--- src/verilog/soc_pkg.sv ---
// ------------------------------------------------------------------------
// Bus and debug transport types for the debug harness. Bus widths are
// fixed at 32 bits and the access logic assumes four byte lanes.
// ------------------------------------------------------------------------

package soc_pkg;

    localparam int BUS_AW = 32;
    localparam int BUS_DW = 32;

    // DMI operation and response codes
    typedef enum logic [1:0] {
        DMI_NOP   = 2'd0,
        DMI_READ  = 2'd1,
        DMI_WRITE = 2'd2
    } dmi_op_e;

    typedef enum logic [1:0] {
        DMI_OK     = 2'd0,
        DMI_FAILED = 2'd2
    } dmi_resp_e;

    typedef struct packed {
        logic [6:0]  addr;
        dmi_op_e     op;
        logic [31:0] data;
    } dmi_req_t;

    typedef struct packed {
        dmi_resp_e   resp;
        logic [31:0] data;
    } dmi_rsp_t;

    // Single-beat system bus
    typedef struct packed {
        logic                  we;
        logic [BUS_AW-1:0]     addr;
        logic [BUS_DW/8-1:0]   be;
        logic [BUS_DW-1:0]     wdata;
    } bus_req_t;

    typedef struct packed {
        logic [BUS_DW-1:0] rdata;
        logic              err;
    } bus_rsp_t;

    // Debug register map
    localparam logic [6:0] ADDR_SBCS       = 7'h38;
    localparam logic [6:0] ADDR_SBADDRESS0 = 7'h39;
    localparam logic [6:0] ADDR_SBDATA0    = 7'h3C;
    localparam logic [6:0] ADDR_EXIT       = 7'h70;

    // sbcs fields
    localparam int SBCS_AUTOINC_BIT = 16;
    localparam int SBCS_ACCESS_LSB  = 17;
    localparam int SBCS_ACCESS_MSB  = 19;
    localparam int SBCS_ERROR_LSB   = 12;
    localparam int SBCS_ERROR_MSB   = 14;

    localparam logic [2:0] SBACCESS_BYTE = 3'd0;
    localparam logic [2:0] SBACCESS_HALF = 3'd1;
    localparam logic [2:0] SBACCESS_WORD = 3'd2;

    localparam logic [2:0] SBERR_BADADDR = 3'd2;

endpackage
--- src/verilog/bus_decoder.sv ---
// ------------------------------------------------------------------------
// One-master decoder with a single memory window. MEM_BASE must be
// aligned to the window size; other addresses get an error response.
// ------------------------------------------------------------------------

module bus_decoder #(
    parameter logic [soc_pkg::BUS_AW-1:0] MEM_BASE  = 32'h8000_0000,
    parameter int unsigned                MEM_WORDS = 1024
) (
    input  logic              clk_i,
    input  logic              rst_i,
    input  logic              req_valid_i,
    input  soc_pkg::bus_req_t req_i,
    output logic              rsp_valid_o,
    output soc_pkg::bus_rsp_t rsp_o,
    output logic              mem_req_valid_o,
    output soc_pkg::bus_req_t mem_req_o,
    input  logic              mem_rsp_valid_i,
    input  soc_pkg::bus_rsp_t mem_rsp_i
);
    import soc_pkg::*;

    localparam logic [BUS_AW-1:0] WIN_BYTES = MEM_WORDS * 4;

    logic [BUS_AW-1:0] offset;
    logic              in_window;
    logic              err_valid_q;

    // Unsigned offset compare also rejects addresses below the base
    assign offset    = req_i.addr - MEM_BASE;
    assign in_window = (offset < WIN_BYTES);

    assign mem_req_valid_o = req_valid_i && in_window;
    assign mem_req_o       = req_i;

    // Unmapped access answered one cycle later, like the memory
    always_ff @(posedge clk_i) begin
        if (rst_i) begin
            err_valid_q <= 1'b0;
        end else begin
            err_valid_q <= req_valid_i && !in_window;
        end
    end

    always_comb begin
        rsp_valid_o = mem_rsp_valid_i || err_valid_q;
        if (err_valid_q) begin
            rsp_o.rdata = '0;
            rsp_o.err   = 1'b1;
        end else begin
            rsp_o = mem_rsp_i;
        end
    end

    a_single_source: assert property (@(posedge clk_i) disable iff (rst_i)
        !(mem_rsp_valid_i && err_valid_q))
        else $error("Memory and error responses collide");

endmodule

--- config.mk ---
export PLATFORM = sky130hd
export DESIGN_NAME = bus_decoder
export DESIGN_NICKNAME = d
export VERILOG_FILES = /design/src/verilog/soc_pkg.sv /design/src/verilog/bus_decoder.sv
export SDC_FILE = /design/constraint.sdc
export NUM_CORES = 1
export LEC_CHECK = 0
export CAP_MARGIN = 20
export CORE_AREA = 10 10 73 75
export DETAILED_ROUTE_END_ITERATION = 10
export DIE_AREA = 0 0 83 85
export DONT_BUFFER_PORTS = 1
export GPL_ROUTABILITY_DRIVEN = 0
export PLACE_DENSITY = 0.33
export RECOVER_POWER = 50
export SLEW_MARGIN = 20
export SYNTH_ARGS = -nofsm -noshare
export SYNTH_HDL_FRONTEND = slang
export SYNTH_SLANG_ARGS = --single-unit
--- constraint.sdc ---
create_clock -name clk_i -period 2.56 [get_ports clk_i]
set_input_delay 0.512 -clock clk_i [delete_from_list [all_inputs] [get_ports clk_i]]
set_output_delay 0.512 -clock clk_i [all_outputs]
set_load 0.05 [all_outputs]
Word-level counts from Yosys, hierarchy flattened
Cells that the tools add are included.
W data, S select, Z words.
{"block": "totals", "register_bits": 1, "out_inout_bits": 104}
{"block": "op_classes", "add_sub_neg": 1, "magnitude_cmp": 1, "mux": 1, "reduce_logical": 4}
{"operator": "$mux W33", "count": 1}
{"operator": "$lt A32 B13 Y1 const B", "count": 1}
{"operator": "$sub A32 B32 Y32 const B", "count": 1}
{"operator": "$logic_and A1 B1 Y1", "count": 2}
{"operator": "$logic_not A1 Y1", "count": 1}
{"operator": "$logic_or A1 B1 Y1", "count": 1}

Longest topological paths before layout
{"block": "logic_depth", "depth_word": 4, "mapped_depth": 3, "depth_no_buf": 3}

Least setup slack after synthesis
OpenSTA, ideal clock, no wires.
{"block": "synth_timing", "kind": "in2out", "start": "input port req_i[60] (netlist name)", "end": "output port mem_req_valid_o", "arrival_time_ps": 1405, "required_time_ps": 2048, "setup_slack_ps": 643, "path_stages": 3, "n_path_buf": 0, "path_cell_list": "nor4_1 -> and3_1 -> and4_1"}
{"block": "synth_via", "elab_chain_len": 3}
{"item": "from (decl)", "line_no": "bus_decoder.sv:13", "source": "input soc_pkg::bus_req_t req_i,"}
{"item": "$sub A32 B32 Y32", "line_no": "bus_decoder.sv:30", "source": "assign offset = req_i.addr - MEM_BASE;"}
{"item": "$lt A32 B13 Y1", "line_no": "bus_decoder.sv:31", "source": "assign in_window = (offset < WIN_BYTES);"}
{"item": "$logic_and A1 B1 Y1", "line_no": "bus_decoder.sv:33", "source": "assign mem_req_valid_o = req_valid_i && in_window;"}
{"item": "to (decl)", "line_no": "bus_decoder.sv:16", "source": "output logic mem_req_valid_o,"}
Every way passes these cells.

Worst setup path after layout
{"block": "layout_timing", "start": "input port req_i[52] (netlist name)", "end": "output port mem_req_valid_o"}
Same word-level chain as after synthesis.

==> impl_metrics.sql <==
INSERT INTO impl_metrics (metric_group, metric, value, unit) VALUES
('run_status', 'status', 'completed', ''),
('synth', 'ys_seq_elements', '1', ''),
('grt', 'antenna_found_initial', '0', ''),
('synth', 'synthMuxAreaShare', '0', ''),
('sta', 'timing.final.setup_violations', '0', ''),
('critical_path', 'critical_path.slowest_cell', 'sky130_fd_sc_hd__nor4_1', ''),
('critical_path', 'crit_path_max_incr_delay', '270', 'ps'),
('grt', 'grt_pass1_vias', '566', ''),
('floorplanning', 'boundaryPins', '210', ''),
('grt', 'groute.layer.met3.usage', '0.05354', ''),
('critical_path', 'critical-path-top-delay-family', 'simple AND/OR/NAND/NOR gates', ''),
('grt', 'grt_use_met1', '0.05796', ''),
('sta', 'hold_viol_final', '0', ''),
('clock_tree', 'clk_pin_slew_worst_paths', '0', 'ps'),
('grt', 'grt_overflow', '0', ''),
('synth', 'yosys_warnings', '0', ''),
('grt', 'grt.total_usage', '0.05818', ''),
('clock_tree', 'post_cts_resize_count', '0', ''),
('synth', 'synth.net_count', '222', ''),
('sta', 'report.final.slew_viol_count', '0', ''),
('synth', 'yosys.area_share.adder', '0', ''),
('sta', 'worst-slew-pin-transition', '484.3', 'ps'),
('min_path', 'min_delay_src', 'rst_i', ''),
('critical_path', 'critPathKind', 'input port to output pin', ''),
('final_layout', 'layout.cells.most_common', 'sky130_fd_sc_hd__buf_4', ''),
('synth', 'synth_seq_area_share', '0.02374', ''),
('final_layout', 'layout_common_cells', 'sky130_fd_sc_hd__buf_4, sky130_fd_sc_hd__nor2b_1, sky130_fd_sc_hd__and2b_1', ''),
('grt', 'grt_start_max_net_pins', '35', ''),
('route', 'final_antenna_net_count', '0', ''),
('sta', 'highest_achievable_clock_rate', '510.1', 'MHz'),
('sta', 'fin_crit_sh', '0.7657', ''),
('sta', 'period_needed', '1960', 'ps'),
('synth', 'post_synth_inst_count', '116', ''),
('grt', 'first_pass_grt_wire_length', '3.512', 'mm'),
('clock_tree', 'ctsHoldBuffers', '0', ''),
('power', 'power_density', '410.8', 'mW/mm2'),
('critical_path', 'cp_data_required_time', '2050', 'ps'),
('sta', 'maxSlewHeadroom', '0.6783', ''),
('final_layout', 'top_regs', 'err_valid_q x1', ''),
('synth', 'distinct_cell_type_count_of_the_synthesized_netlist', '12', ''),
('grt', 'grt.busiest_layer', 'met2', ''),
('critical_path', 'startpoint_type', 'input port', ''),
('route', 'routed-via-count', '524', ''),
('run', 'timing.max_cap.violations', '0', ''),
('min_path', 'hold_wc_path_type', 'input port to register', ''),
('synth', 'synth_simple_gate_area_share', '0.3338', ''),
('final_layout', 'antenna_cell_count', '0', ''),
('final_layout', 'layout.core_utilization', '0.1308', ''),
('critical_path', 'cp.arrival', '1450', 'ps'),
('synth', 'synth_xor_area_frac', '0', ''),
('route', 'drt_wl_total', '2.524', 'mm'),
('power', 'leakage', '0.2356', 'nW'),
('power', 'max-vdd-ir-drop', '0.04375', 'mV'),
('route', 'post-route-drc-count', '0', ''),
('synth', 'combinational_family_with_the_most_area_after_synthesis', 'buffers and inverters', ''),
('placement', 'port_buffers', '0', ''),
('sta', 'fin_setup_tns', '0', 'ps'),
('final_layout', 'syn_to_final_growth', '-39.32', '%'),
('synth', 'compound_cell_area_share_of_the_yosys_netlist', '0.01039', ''),
('synth', 'netlist_area_before_placement', '843.3', 'um2'),
('final_layout', 'drive_above_1_share', '0.3226', ''),
('floorplanning', 'die_extent_in_x', '83', 'um'),
('final_layout', 'final_net_count', '170', ''),
('clock_tree', 'post_cts_buffers', '0', ''),
('route', 'routed_via_density', '4.679', ''),
('floorplanning', 'initial_utilization', '0.2155', ''),
('floorplanning', 'design.die.area', '0.007055', 'mm2'),
('critical_path', 'sort_of_element_at_the_end_of_the_critical_path', 'output pin', ''),
('floorplanning', 'num_rows', '23', ''),
('grt', 'met2_usage', '0.08638', ''),
('floorplanning', 'core-area', '0.003914', 'mm2'),
('floorplanning', 'die_h', '85', 'um'),
('route', 'post_drt_wl_per_cell', '22.54', 'um'),
('critical_path', 'critical_path_buf_inv_count', '1', ''),
('route', 'number_of_drc_markers_after_the_initial_detailed_route_iteration', '0', ''),
('critical_path', 'cp_max_fo', '2', ''),
('placement', 'post_dp_hpwl', '2.347', 'mm'),
('final_layout', 'largest_register', 'err_valid_q', ''),
('synth', 'avg_cell_area_syn', '7.270', 'um2'),
('route', 'drt_pass1_iterations', '1', ''),
('sta', 'rsz0062_at_grt', 'no', ''),
('final_layout', 'largest_register_ff_count', '1', ''),
('critical_path', 'cell_by_cell_listing_of_the_critical_path', 'nor4_1, and3_1, and4_1, buf_4', ''),
('critical_path', 'startpoint', 'req_i[52]', '');
## power breakdown
part	total, mW	switching [mW]	internal, mW
registers	0.0169	0.000170	0.0167
logic	0.193	0.151	0.0421
clock network	0	0	0
total	0.210	0.151	0.0588
## final cells by class
class	instances	area, um2
fill	454	3402
inverter	1	3.754
sequential	1	20.02
tap	50	62.56
timing repair buffer	18	135.1
multi-input combinational	42	290.3
## synthesized netlist by cell type
library cell,n,share of area
sky130_fd_sc_hd__nor2b_1,16,0.12
sky130_fd_sc_hd__dfxtp_1,1,0.024
sky130_fd_sc_hd__nor4b_1,1,0.010
sky130_fd_sc_hd__clkbuf_1,3,0.013
sky130_fd_sc_hd__buf_4,69,0.61
sky130_fd_sc_hd__a311oi_1,1,0.010
sky130_fd_sc_hd__and4_1,1,0.010
sky130_fd_sc_hd__and3_1,1,0.0074
sky130_fd_sc_hd__and2b_1,16,0.14
sky130_fd_sc_hd__nor4_1,4,0.030
sky130_fd_sc_hd__inv_1,1,0.0044
sky130_fd_sc_hd__or2_2,2,0.015
## path summary, 6_finish.rpt
path	slack, ps	end	cells past startpoint
worst max-delay path	600	mem_req_valid_o	4
worst min-delay path	600	err_valid_q$_SDFF_PP0_	1
## layer usage
metal | part of all wire | wire (um)
met3 | 0.21 | 526
met2 | 0.43 | 1085
met5 | 0 | 0
met1 | 0.34 | 853
met4 | 0.023 | 58
## cell families after synthesis
family,Yosys count
flops,1
buf+inv,73
compound gates,1
simple gates,41
## per-stage QoR
stage | worst slack, ps | hold slack, ps | total power, mW | cells | instance area (um2)
after detailed placement | 547.3 | 602.6 | 0.2128 | 112 | 511.7
after floorplan | 643.0 | 588.6 | 0.4688 | 116 | 843.3
final | 599.7 | 599.6 | 0.2102 | 112 | 511.7
after global placement | 588.8 | 596.2 | 0.2126 | 112 | 511.7
after global routing | 527.4 | 602.5 | 0.2177 | 112 | 511.7
after CTS | 544.6 | 601.6 | 0.2129 | 112 | 511.7
Power figures use the tool's default switching activity.
