<file path="src/verilog/soc_pkg.sv">
// ------------------------------------------------------------------------
// Bus and debug transport types for the debug harness. Bus widths are
// fixed at 32 bits and the access logic assumes four byte lanes.
// ------------------------------------------------------------------------

package soc_pkg;

    localparam int BUS_AW = 32;
    localparam int BUS_DW = 32;

    // DMI operation and response codes
    typedef enum logic [1:0] {
        DMI_NOP   = 2'd0,
        DMI_READ  = 2'd1,
        DMI_WRITE = 2'd2
    } dmi_op_e;

    typedef enum logic [1:0] {
        DMI_OK     = 2'd0,
        DMI_FAILED = 2'd2
    } dmi_resp_e;

    typedef struct packed {
        logic [6:0]  addr;
        dmi_op_e     op;
        logic [31:0] data;
    } dmi_req_t;

    typedef struct packed {
        dmi_resp_e   resp;
        logic [31:0] data;
    } dmi_rsp_t;

    // Single-beat system bus
    typedef struct packed {
        logic                  we;
        logic [BUS_AW-1:0]     addr;
        logic [BUS_DW/8-1:0]   be;
        logic [BUS_DW-1:0]     wdata;
    } bus_req_t;

    typedef struct packed {
        logic [BUS_DW-1:0] rdata;
        logic              err;
    } bus_rsp_t;

    // Debug register map
    localparam logic [6:0] ADDR_SBCS       = 7'h38;
    localparam logic [6:0] ADDR_SBADDRESS0 = 7'h39;
    localparam logic [6:0] ADDR_SBDATA0    = 7'h3C;
    localparam logic [6:0] ADDR_EXIT       = 7'h70;

    // sbcs fields
    localparam int SBCS_AUTOINC_BIT = 16;
    localparam int SBCS_ACCESS_LSB  = 17;
    localparam int SBCS_ACCESS_MSB  = 19;
    localparam int SBCS_ERROR_LSB   = 12;
    localparam int SBCS_ERROR_MSB   = 14;

    localparam logic [2:0] SBACCESS_BYTE = 3'd0;
    localparam logic [2:0] SBACCESS_HALF = 3'd1;
    localparam logic [2:0] SBACCESS_WORD = 3'd2;

    localparam logic [2:0] SBERR_BADADDR = 3'd2;

endpackage
</file>
<file path="src/verilog/debug_module.sv">
// ------------------------------------------------------------------------
// Debug register file with a system-bus access engine. No back-pressure:
// the host must wait for each response before the next request.
// ------------------------------------------------------------------------

module debug_module (
    input  logic              clk_i,
    input  logic              rst_i,
    input  logic              dmi_req_valid_i,
    input  soc_pkg::dmi_req_t dmi_req_i,
    output logic              dmi_rsp_valid_o,
    output soc_pkg::dmi_rsp_t dmi_rsp_o,
    output logic              bus_req_valid_o,
    output soc_pkg::bus_req_t bus_req_o,
    input  logic              bus_rsp_valid_i,
    input  soc_pkg::bus_rsp_t bus_rsp_i,
    output logic [31:0]       exit_o
);
    import soc_pkg::*;

    // sbcs is kept as separate fields
    logic [2:0]          sb_access;
    logic                sb_autoinc;
    logic [2:0]          sb_error;
    logic [BUS_AW-1:0]   sb_address;
    logic [BUS_DW-1:0]   sb_data;
    logic                busy;

    logic [31:0]         sbcs_value;
    logic                req_rd;
    logic                req_wr;
    logic                data_sel;
    logic                bus_start;
    logic                acc_bad;
    logic [BUS_DW/8-1:0] acc_be;
    logic [BUS_DW-1:0]   acc_wdata;
    logic [BUS_AW-1:0]   acc_incr;
    logic [BUS_DW-1:0]   rdata_shifted;
    logic [BUS_DW-1:0]   rdata_ext;
    logic                reg_known;
    logic [31:0]         reg_value;

    assign req_rd   = dmi_req_valid_i && (dmi_req_i.op == DMI_READ);
    assign req_wr   = dmi_req_valid_i && (dmi_req_i.op == DMI_WRITE);
    assign data_sel = (dmi_req_i.addr == ADDR_SBDATA0);

    // A pending error blocks every further bus access
    assign bus_start = (req_rd || req_wr) && data_sel && (sb_error == '0) && !acc_bad;

    always_comb begin
        sbcs_value = '0;
        sbcs_value[SBCS_ACCESS_MSB:SBCS_ACCESS_LSB] = sb_access;
        sbcs_value[SBCS_AUTOINC_BIT] = sb_autoinc;
        sbcs_value[SBCS_ERROR_MSB:SBCS_ERROR_LSB] = sb_error;
    end

    always_comb begin
        reg_known = 1'b1;
        reg_value = '0;
        case (dmi_req_i.addr)
            ADDR_SBCS:       reg_value = sbcs_value;
            ADDR_SBADDRESS0: reg_value = sb_address;
            ADDR_SBDATA0:    reg_value = sb_data;
            ADDR_EXIT:       reg_value = exit_o;
            default:         reg_known = 1'b0;
        endcase
    end

    // ----------------------------------------------------------------------
    // Lane selection, write replication and alignment check
    // ----------------------------------------------------------------------
    always_comb begin
        acc_bad   = 1'b0;
        acc_be    = 4'b1111;
        acc_wdata = dmi_req_i.data;
        case (sb_access)
            SBACCESS_BYTE: begin
                acc_be    = 4'b0001 << sb_address[1:0];
                acc_wdata = {4{dmi_req_i.data[7:0]}};
            end
            SBACCESS_HALF: begin
                acc_bad   = sb_address[0];
                acc_be    = 4'b0011 << sb_address[1:0];
                acc_wdata = {2{dmi_req_i.data[15:0]}};
            end
            SBACCESS_WORD: acc_bad = (sb_address[1:0] != 2'b00);
            // Sizes above a word are not supported
            default:       acc_bad = 1'b1;
        endcase
    end

    assign acc_incr = {{(BUS_AW-1){1'b0}}, 1'b1} << sb_access;

    // Read data back to bit 0, zero-extended to the access size
    always_comb begin
        rdata_shifted = bus_rsp_i.rdata >> {sb_address[1:0], 3'b000};
        case (sb_access)
            SBACCESS_BYTE: rdata_ext = {24'b0, rdata_shifted[7:0]};
            SBACCESS_HALF: rdata_ext = {16'b0, rdata_shifted[15:0]};
            default:       rdata_ext = rdata_shifted;
        endcase
    end

    // ----------------------------------------------------------------------
    // Control state and registers
    // ----------------------------------------------------------------------
    always_ff @(posedge clk_i) begin
        if (rst_i) begin
            dmi_rsp_valid_o <= 1'b0;
            bus_req_valid_o <= 1'b0;
            busy            <= 1'b0;
            sb_access       <= '0;
            sb_autoinc      <= 1'b0;
            sb_error        <= '0;
            sb_address      <= '0;
            sb_data         <= '0;
            exit_o          <= '0;
        end else begin
            dmi_rsp_valid_o <= 1'b0;
            bus_req_valid_o <= 1'b0;
            if (req_rd || req_wr) begin
                if (bus_start) begin
                    bus_req_valid_o <= 1'b1;
                    busy            <= 1'b1;
                end else begin
                    dmi_rsp_valid_o <= 1'b1;
                end
                if (data_sel && (sb_error == '0) && acc_bad) begin
                    sb_error <= SBERR_BADADDR;
                end
                if (req_wr) begin
                    case (dmi_req_i.addr)
                        ADDR_SBCS: begin
                            sb_access  <= dmi_req_i.data[SBCS_ACCESS_MSB:SBCS_ACCESS_LSB];
                            sb_autoinc <= dmi_req_i.data[SBCS_AUTOINC_BIT];
                            // Write 1 to clear
                            sb_error   <= sb_error &
                                          ~dmi_req_i.data[SBCS_ERROR_MSB:SBCS_ERROR_LSB];
                        end
                        ADDR_SBADDRESS0: sb_address <= dmi_req_i.data;
                        ADDR_SBDATA0: begin
                            if (bus_start) begin
                                sb_data <= dmi_req_i.data;
                            end
                        end
                        ADDR_EXIT: exit_o <= dmi_req_i.data;
                        default: ;
                    endcase
                end
            end
            if (busy && bus_rsp_valid_i) begin
                busy            <= 1'b0;
                dmi_rsp_valid_o <= 1'b1;
                if (bus_rsp_i.err) begin
                    sb_error <= SBERR_BADADDR;
                end else begin
                    if (!bus_req_o.we) begin
                        sb_data <= rdata_ext;
                    end
                    if (sb_autoinc) begin
                        sb_address <= sb_address + acc_incr;
                    end
                end
            end
        end
    end

    // Payload registers, qualified by their strobes
    always_ff @(posedge clk_i) begin
        if (bus_start) begin
            bus_req_o.we    <= req_wr;
            bus_req_o.addr  <= sb_address;
            bus_req_o.be    <= acc_be;
            bus_req_o.wdata <= acc_wdata;
        end
        if (busy && bus_rsp_valid_i) begin
            dmi_rsp_o.resp <= DMI_OK;
            if (bus_req_o.we) begin
                dmi_rsp_o.data <= '0;
            end else if (bus_rsp_i.err) begin
                dmi_rsp_o.data <= sb_data;
            end else begin
                dmi_rsp_o.data <= rdata_ext;
            end
        end else if ((req_rd || req_wr) && !bus_start) begin
            if (reg_known) begin
                dmi_rsp_o.resp <= DMI_OK;
            end else begin
                dmi_rsp_o.resp <= DMI_FAILED;
            end
            dmi_rsp_o.data <= req_rd ? reg_value : '0;
        end
    end

    // Host must not issue a request while a bus access is in flight
    a_no_req_while_busy: assert property (@(posedge clk_i) disable iff (rst_i)
        busy |-> !(dmi_req_valid_i && (dmi_req_i.op != DMI_NOP)))
        else $error("DMI request while bus access pending");

    a_rsp_has_req: assert property (@(posedge clk_i) disable iff (rst_i)
        bus_rsp_valid_i |-> busy)
        else $error("Bus response without a pending request");

endmodule

</file>
<file path="config.mk">
export PLATFORM = sky130hd
export DESIGN_NAME = debug_module
export DESIGN_NICKNAME = d
export VERILOG_FILES = /design/src/verilog/soc_pkg.sv /design/src/verilog/debug_module.sv
export SDC_FILE = /design/constraint.sdc
export NUM_CORES = 1
export LEC_CHECK = 0
export ABC_AREA = 1
export BUFFER_PORTS_ARGS = -buffer_cell sky130_fd_sc_hd__buf_4
export CORE_MARGIN = 2
export CORE_UTILIZATION = 56
export DETAILED_ROUTE_END_ITERATION = 16
export MAX_ROUTING_LAYER = met4
export PLACE_DENSITY_LB_ADDON = 0.25
export SYNTH_ARGS = -nofsm -noshare
export SYNTH_HDL_FRONTEND = slang
export SYNTH_SLANG_ARGS = --single-unit
</file>
<file path="constraint.sdc">
create_clock -name clk_i -period 4.6 [get_ports clk_i]
set_input_delay 0.92 -clock clk_i [delete_from_list [all_inputs] [get_ports clk_i]]
set_output_delay 0.92 -clock clk_i [all_outputs]
set_load 0.02 [all_outputs]
</file>
== Word-level counts from Yosys, hierarchy flattened ==
Index checks and enable logic that the tools add are counted.
Storage, ports and cells
  bits in registers: 209
  word-level logic and storage cells: 88
  output and inout bits: 137
  input bits: 78
Operators by class
  reductions and logical operators: 22
  mux-type cells: 35
  bitwise gates (word level): 3
  add/sub/neg operators: 1
  eq/ne operators: 8
  shift operators: 4
Operators by type and width (count)
  $mux W32: 18
  $pmux W32 S2: 2
  $pmux W32 S4: 1
  $add A32 B32 Y32: 1
  $shl A1 B3 Y32 const A: 1
  $shr A32 B5 Y32: 1
  $eq A7 B6 Y1 const B: 3
  $mux W3: 6
  $logic_and A1 B1 Y1: 9
  $pmux W4 S2: 1
  $eq A7 B7 Y1 const B: 1
  $logic_not A3 Y1: 2
  $reduce_and A3 Y1: 2
  $mux W1: 5
  $reduce_bool A2 Y1: 2
  $reduce_or A2 Y1: 2
  $reduce_or A4 Y1: 1
  $shl A1 B2 Y4 const A: 1
  $shl A2 B2 Y4 const A: 1
  $and A3 B3 Y3: 1
  $eq A3 B1 Y1 const B: 1
  $eq A3 B2 Y1 const B: 1
  $not A3 Y3: 1
  $pmux W1 S3: 1
  other kinds (7): 8

== Longest topological paths before layout ==
  depth after elaboration: 13
  gate-level depth with buffers: 17
  depth with buffers taken out: 16

== Least setup slack after synthesis ==
No wires, ideal clock.
  path type: input port to flip-flop
  start: input port dmi_req_i[34] (netlist name)
  end: register bus_req_o[0] (netlist name), enable pin
  path buffers: 0
  setup slack: 1.152 ns
  required time: 4.176 ns
  stages: 9
  arrival time: 3.024 ns
  library setup time: 0.424 ns
  cells stage by stage: inv_2 > nand2_1 > nor2_2 > nand2_4 > inv_4 > nand2_2 > nor2_4 > nand2_1 > inv_1
Between the ends
  word-level cells in the longest chain between the ends: 4
RTL lines
  start: declaration: line debug_module.sv:10  | input soc_pkg::dmi_req_t dmi_req_i,
  $eq A7 B6 Y1: line debug_module.sv:45  | assign data_sel = (dmi_req_i.addr == ADDR_SBDATA0);
  $logic_and A1 B1 Y1 (3 in a row): line debug_module.sv:48  | assign bus_start = (req_rd || req_wr) && data_sel && (sb_error == '0) && !acc_bad;
  net bus_start: line debug_module.sv:33  | logic bus_start;
  end: declaration: line debug_module.sv:14  | output soc_pkg::bus_req_t bus_req_o,
The timed path passes the listed nets, and every way through them passes these cells.
A chain may end at the register's enable or synchronous reset.

== Worst setup path after layout ==
  start: register sb_access[1]
  end: register sb_address[20]
Between the ends
  word-level cells in the longest chain between the ends: 5
RTL lines
  start: declaration: line debug_module.sv:22  | logic [2:0] sb_access;
  start signal: assignment: line debug_module.sv:134  | sb_access <= dmi_req_i.data[SBCS_ACCESS_MSB:SBCS_ACCESS_LSB];
  $shl A1 B3 Y32: line debug_module.sv:92  | assign acc_incr = {{(BUS_AW-1){1'b0}}, 1'b1} << sb_access;
  $add A32 B32 Y32: line debug_module.sv:161  | sb_address <= sb_address + acc_incr;
  $mux W32: line debug_module.sv:160  | if (sb_autoinc) begin
  $mux W32: line debug_module.sv:154  | if (bus_rsp_i.err) begin
  $mux W32: line debug_module.sv:151  | if (busy && bus_rsp_valid_i) begin
  end signal: assignment: line debug_module.sv:140  | ADDR_SBADDRESS0: sb_address <= dmi_req_i.data;
  end signal: assignment: line debug_module.sv:161
  end: declaration: line debug_module.sv:25  | logic [BUS_AW-1:0] sb_address;
No other way between the ends.

==> flow_summary.json <==
{
  "final_nets": 1803,
  "finalSetupViolations": 0,
  "portBuffers": 213,
  "status": "completed",
  "power_density_nw_per_um2": 284,
  "root_buffer": "clkbuf_16",
  "routedWlPerCell_um": 19.5,
  "synth_cell_types": 44,
  "cts_setup_buffers": 0,
  "chipWidth_um": 147,
  "top_usage_layer": "met2",
  "slew_viol_final": 0,
  "ir_drop_uv": 247,
  "gp_congestion": 0.951,
  "drive_above_1_share_pct": 19.6,
  "viasPerCell": 5.79,
  "diodes": 0,
  "synth_top_cells_by_count": "nand2_1 (409), nor2_1 (160), nand3_1 (149), inv_1 (140), o21ai_0 (131)",
  "antenna_found_initial": 0,
  "initial_core_util_pct": 56.8,
  "post-route-period-util_pct": 67.9,
  "synthTopCellsByArea": "edfxtp_1 (26%), dfxtp_1 (19%), nand2_1 (13%)",
  "dp_hpwl_mm": 28.4,
  "slowest_stage": "nor2_4",
  "rsz0062_at_grt": "false",
  "critPathMaxFanout": 19,
  "yosys.area.top_type": "edfxtp_1",
  "ys_warn_count": 0,
  "hp-class": "reg -> reg",
  "synth_most_common_cell": "nand2_1",
  "ys_seq_area_share_pct": 45.1,
  "area_growth_pct": 19.9,
  "first_global_vias": 10600,
  "critical_path.top_delay_family": "simple AND/OR/NAND/NOR gates",
  "synth_fp_nets": 1634,
  "ant_nets": 0,
  "htree_num_levels": 1,
  "skew_ns": 0.0231,
  "maxCapViolCount": 0,
  "slew_headroom_pct": 23.2,
  "clock_sinks": 208,
  "use_met2_pct": 54.7,
  "num_rows": 52,
  "worst_pin_slew_ns": 1.15,
  "io_pins": 215,
  "core_um2": 20200,
  "crit_required_ns": 5.02,
  "async_flop_share_pct": 0,
  "grtUsageTotal_pct": 36.4,
  "syn_area_per_cell_um2": 7.41,
  "critPathBufInv": 4,
  "vias": 11600,
  "drt-total-wl_mm": 38.9,
  "clk_latency_ns": 0.52,
  "period_needed_ns": 3.12,
  "worstPathCellList": "nor2_4, inv_4, nor2_4, ha_1, inv_1, fa_1, inv_1, nand3_1, nand3_1, nand3_1, nand2_1, nand2_1, nand2_1, nand3_1, nand2_1, inv_1",
  "die_h_um": 147,
  "total_power_uw": 3910,
  "cpPeakStageDelay_ns": 0.43,
  "synthesis.instances": 1547,
  "arrival_ns": 3.54,
  "cts_hold_buffers": 0,
  "synth.top_cell.area_share_pct": 26.5,
  "cts_resized": 0,
  "clk_path_buf_depth": 3,
  "setup_tns_ns": 0,
  "dr.pass1.iters": 6,
  "clock.fmax_mhz": 320,
  "synth_flop_cell": "dfxtp_1",
  "final_hold_viol_count": 0,
  "whs_ns": 0.478,
  "p_leak_uw": 0.00605,
  "overflow": 0,
  "grt_pass1_wl_mm": 59.5,
  "ys_ff_latch": 208,
  "cts_tree": "built",
  "grt_max_degree": 57,
  "dieArea_um2": 21600,
  "netlist_area_um2": 11500,
  "drcViolationCount": 0,
  "start_kind": "flop",
  "drtIter0Drc": 1398,
  "synth_enable_flop_cells": 101,
  "cts_made_buffers": 22,
  "grt_use_met1_pct": 48.1,
  "end_kind": "flop",
  "clk_pin_slew_worst_paths_ns": 0.06,
  "worstSetupPathType": "reg -> reg",
  "grt_use_met3_pct": 5.56
}
[through the flow]
step	util (%)	setup WS, ns	cells	area [um^2]
after detailed placement	64.8	1.45	1962	13100
after global placement	64.8	1.55	1962	13100
after global routing	68.2	1.21	2002	13700
final	68.2	1.48	2002	13700
after floorplan	-	1.15	1547	11500
after CTS	68.2	1.52	2002	13700
[worst paths after layout]
| path | startpoint | endpoint | slack, ns | cells after the start |
|---|---|---|---|---|
| worst max register to register | sb_access[1]$_SDFFE_PP0P_ | sb_address[20]$_SDFF_PP0_ | 1.48 | 16 |
| worst max-delay path | sb_access[1]$_SDFFE_PP0P_ | sb_address[20]$_SDFF_PP0_ | 1.48 | 16 |
| worst min register to register | sb_address[31]$_SDFF_PP0_ | bus_req_o[67]$_DFFE_PP_ | 0.48 | 0 |
| worst min-delay path | sb_address[31]$_SDFF_PP0_ | bus_req_o[67]$_DFFE_PP_ | 0.48 | 0 |
[sequential cells by signal (all words and copies together), names as in the netlist]
register         count
bus_req_o           69
dmi_rsp_o           33
exit_o              32
sb_address          32
sb_data             32
sb_access            3
sb_error             3
bus_req_valid_o      1
busy                 1
dmi_rsp_valid_o      1
sb_autoinc           1
[cells by family after synthesis]
family,share of synthesized area [%]
other,0.0327
buffers and inverters,9.03
and+or+nand+nor,30.8
muxes,0.262
DFF,45.1
AOI/OAI and AO/OA,13.3
xor gates and xnor gates,0.458
adders and majority gates,1.05
[final cells by class]
| type | instances | area, um^2 |
|---|---|---|
| flip-flops and latches | 208 | 5170 |
| clock buffers | 30 | 612 |
| repair buffers | 226 | 1710 |
| well taps | 270 | 338 |
| inverters | 154 | 583 |
| multi-input cells | 1104 | 5260 |
| fillers | 1759 | 6420 |
| clock inverters | 10 | 76.3 |
[routing by layer]
metal  vias to the layer above  share of wire (%)
met3                       126                 10
met5                         -                  0
li1                       5439                  -
met2                       695                 45
met1                      5326                 39
met4                         0                5.7
[cell usage in the layout (no fill, tap or decap), drive strengths merged, types with 21 or more instances in the layout]
cell type | Yosys | routed
buf | 55 | 226
clkbuf | 26 | 30
o211ai | 21 | 21
nand2 | 414 | 414
inv | 153 | 153
edfxtp | 101 | 101
dfxtp | 107 | 107
a21oi | 88 | 88
nand3 | 155 | 155
nor2 | 202 | 202
o21ai | 145 | 145
[where the power goes]
part / switching [uW] / internal [uW]
combinational: 151 / 79.3
clock: 740 / 988
sequential: 6.11 / 1950
Note: power is estimated with default switching activity, not from simulation.
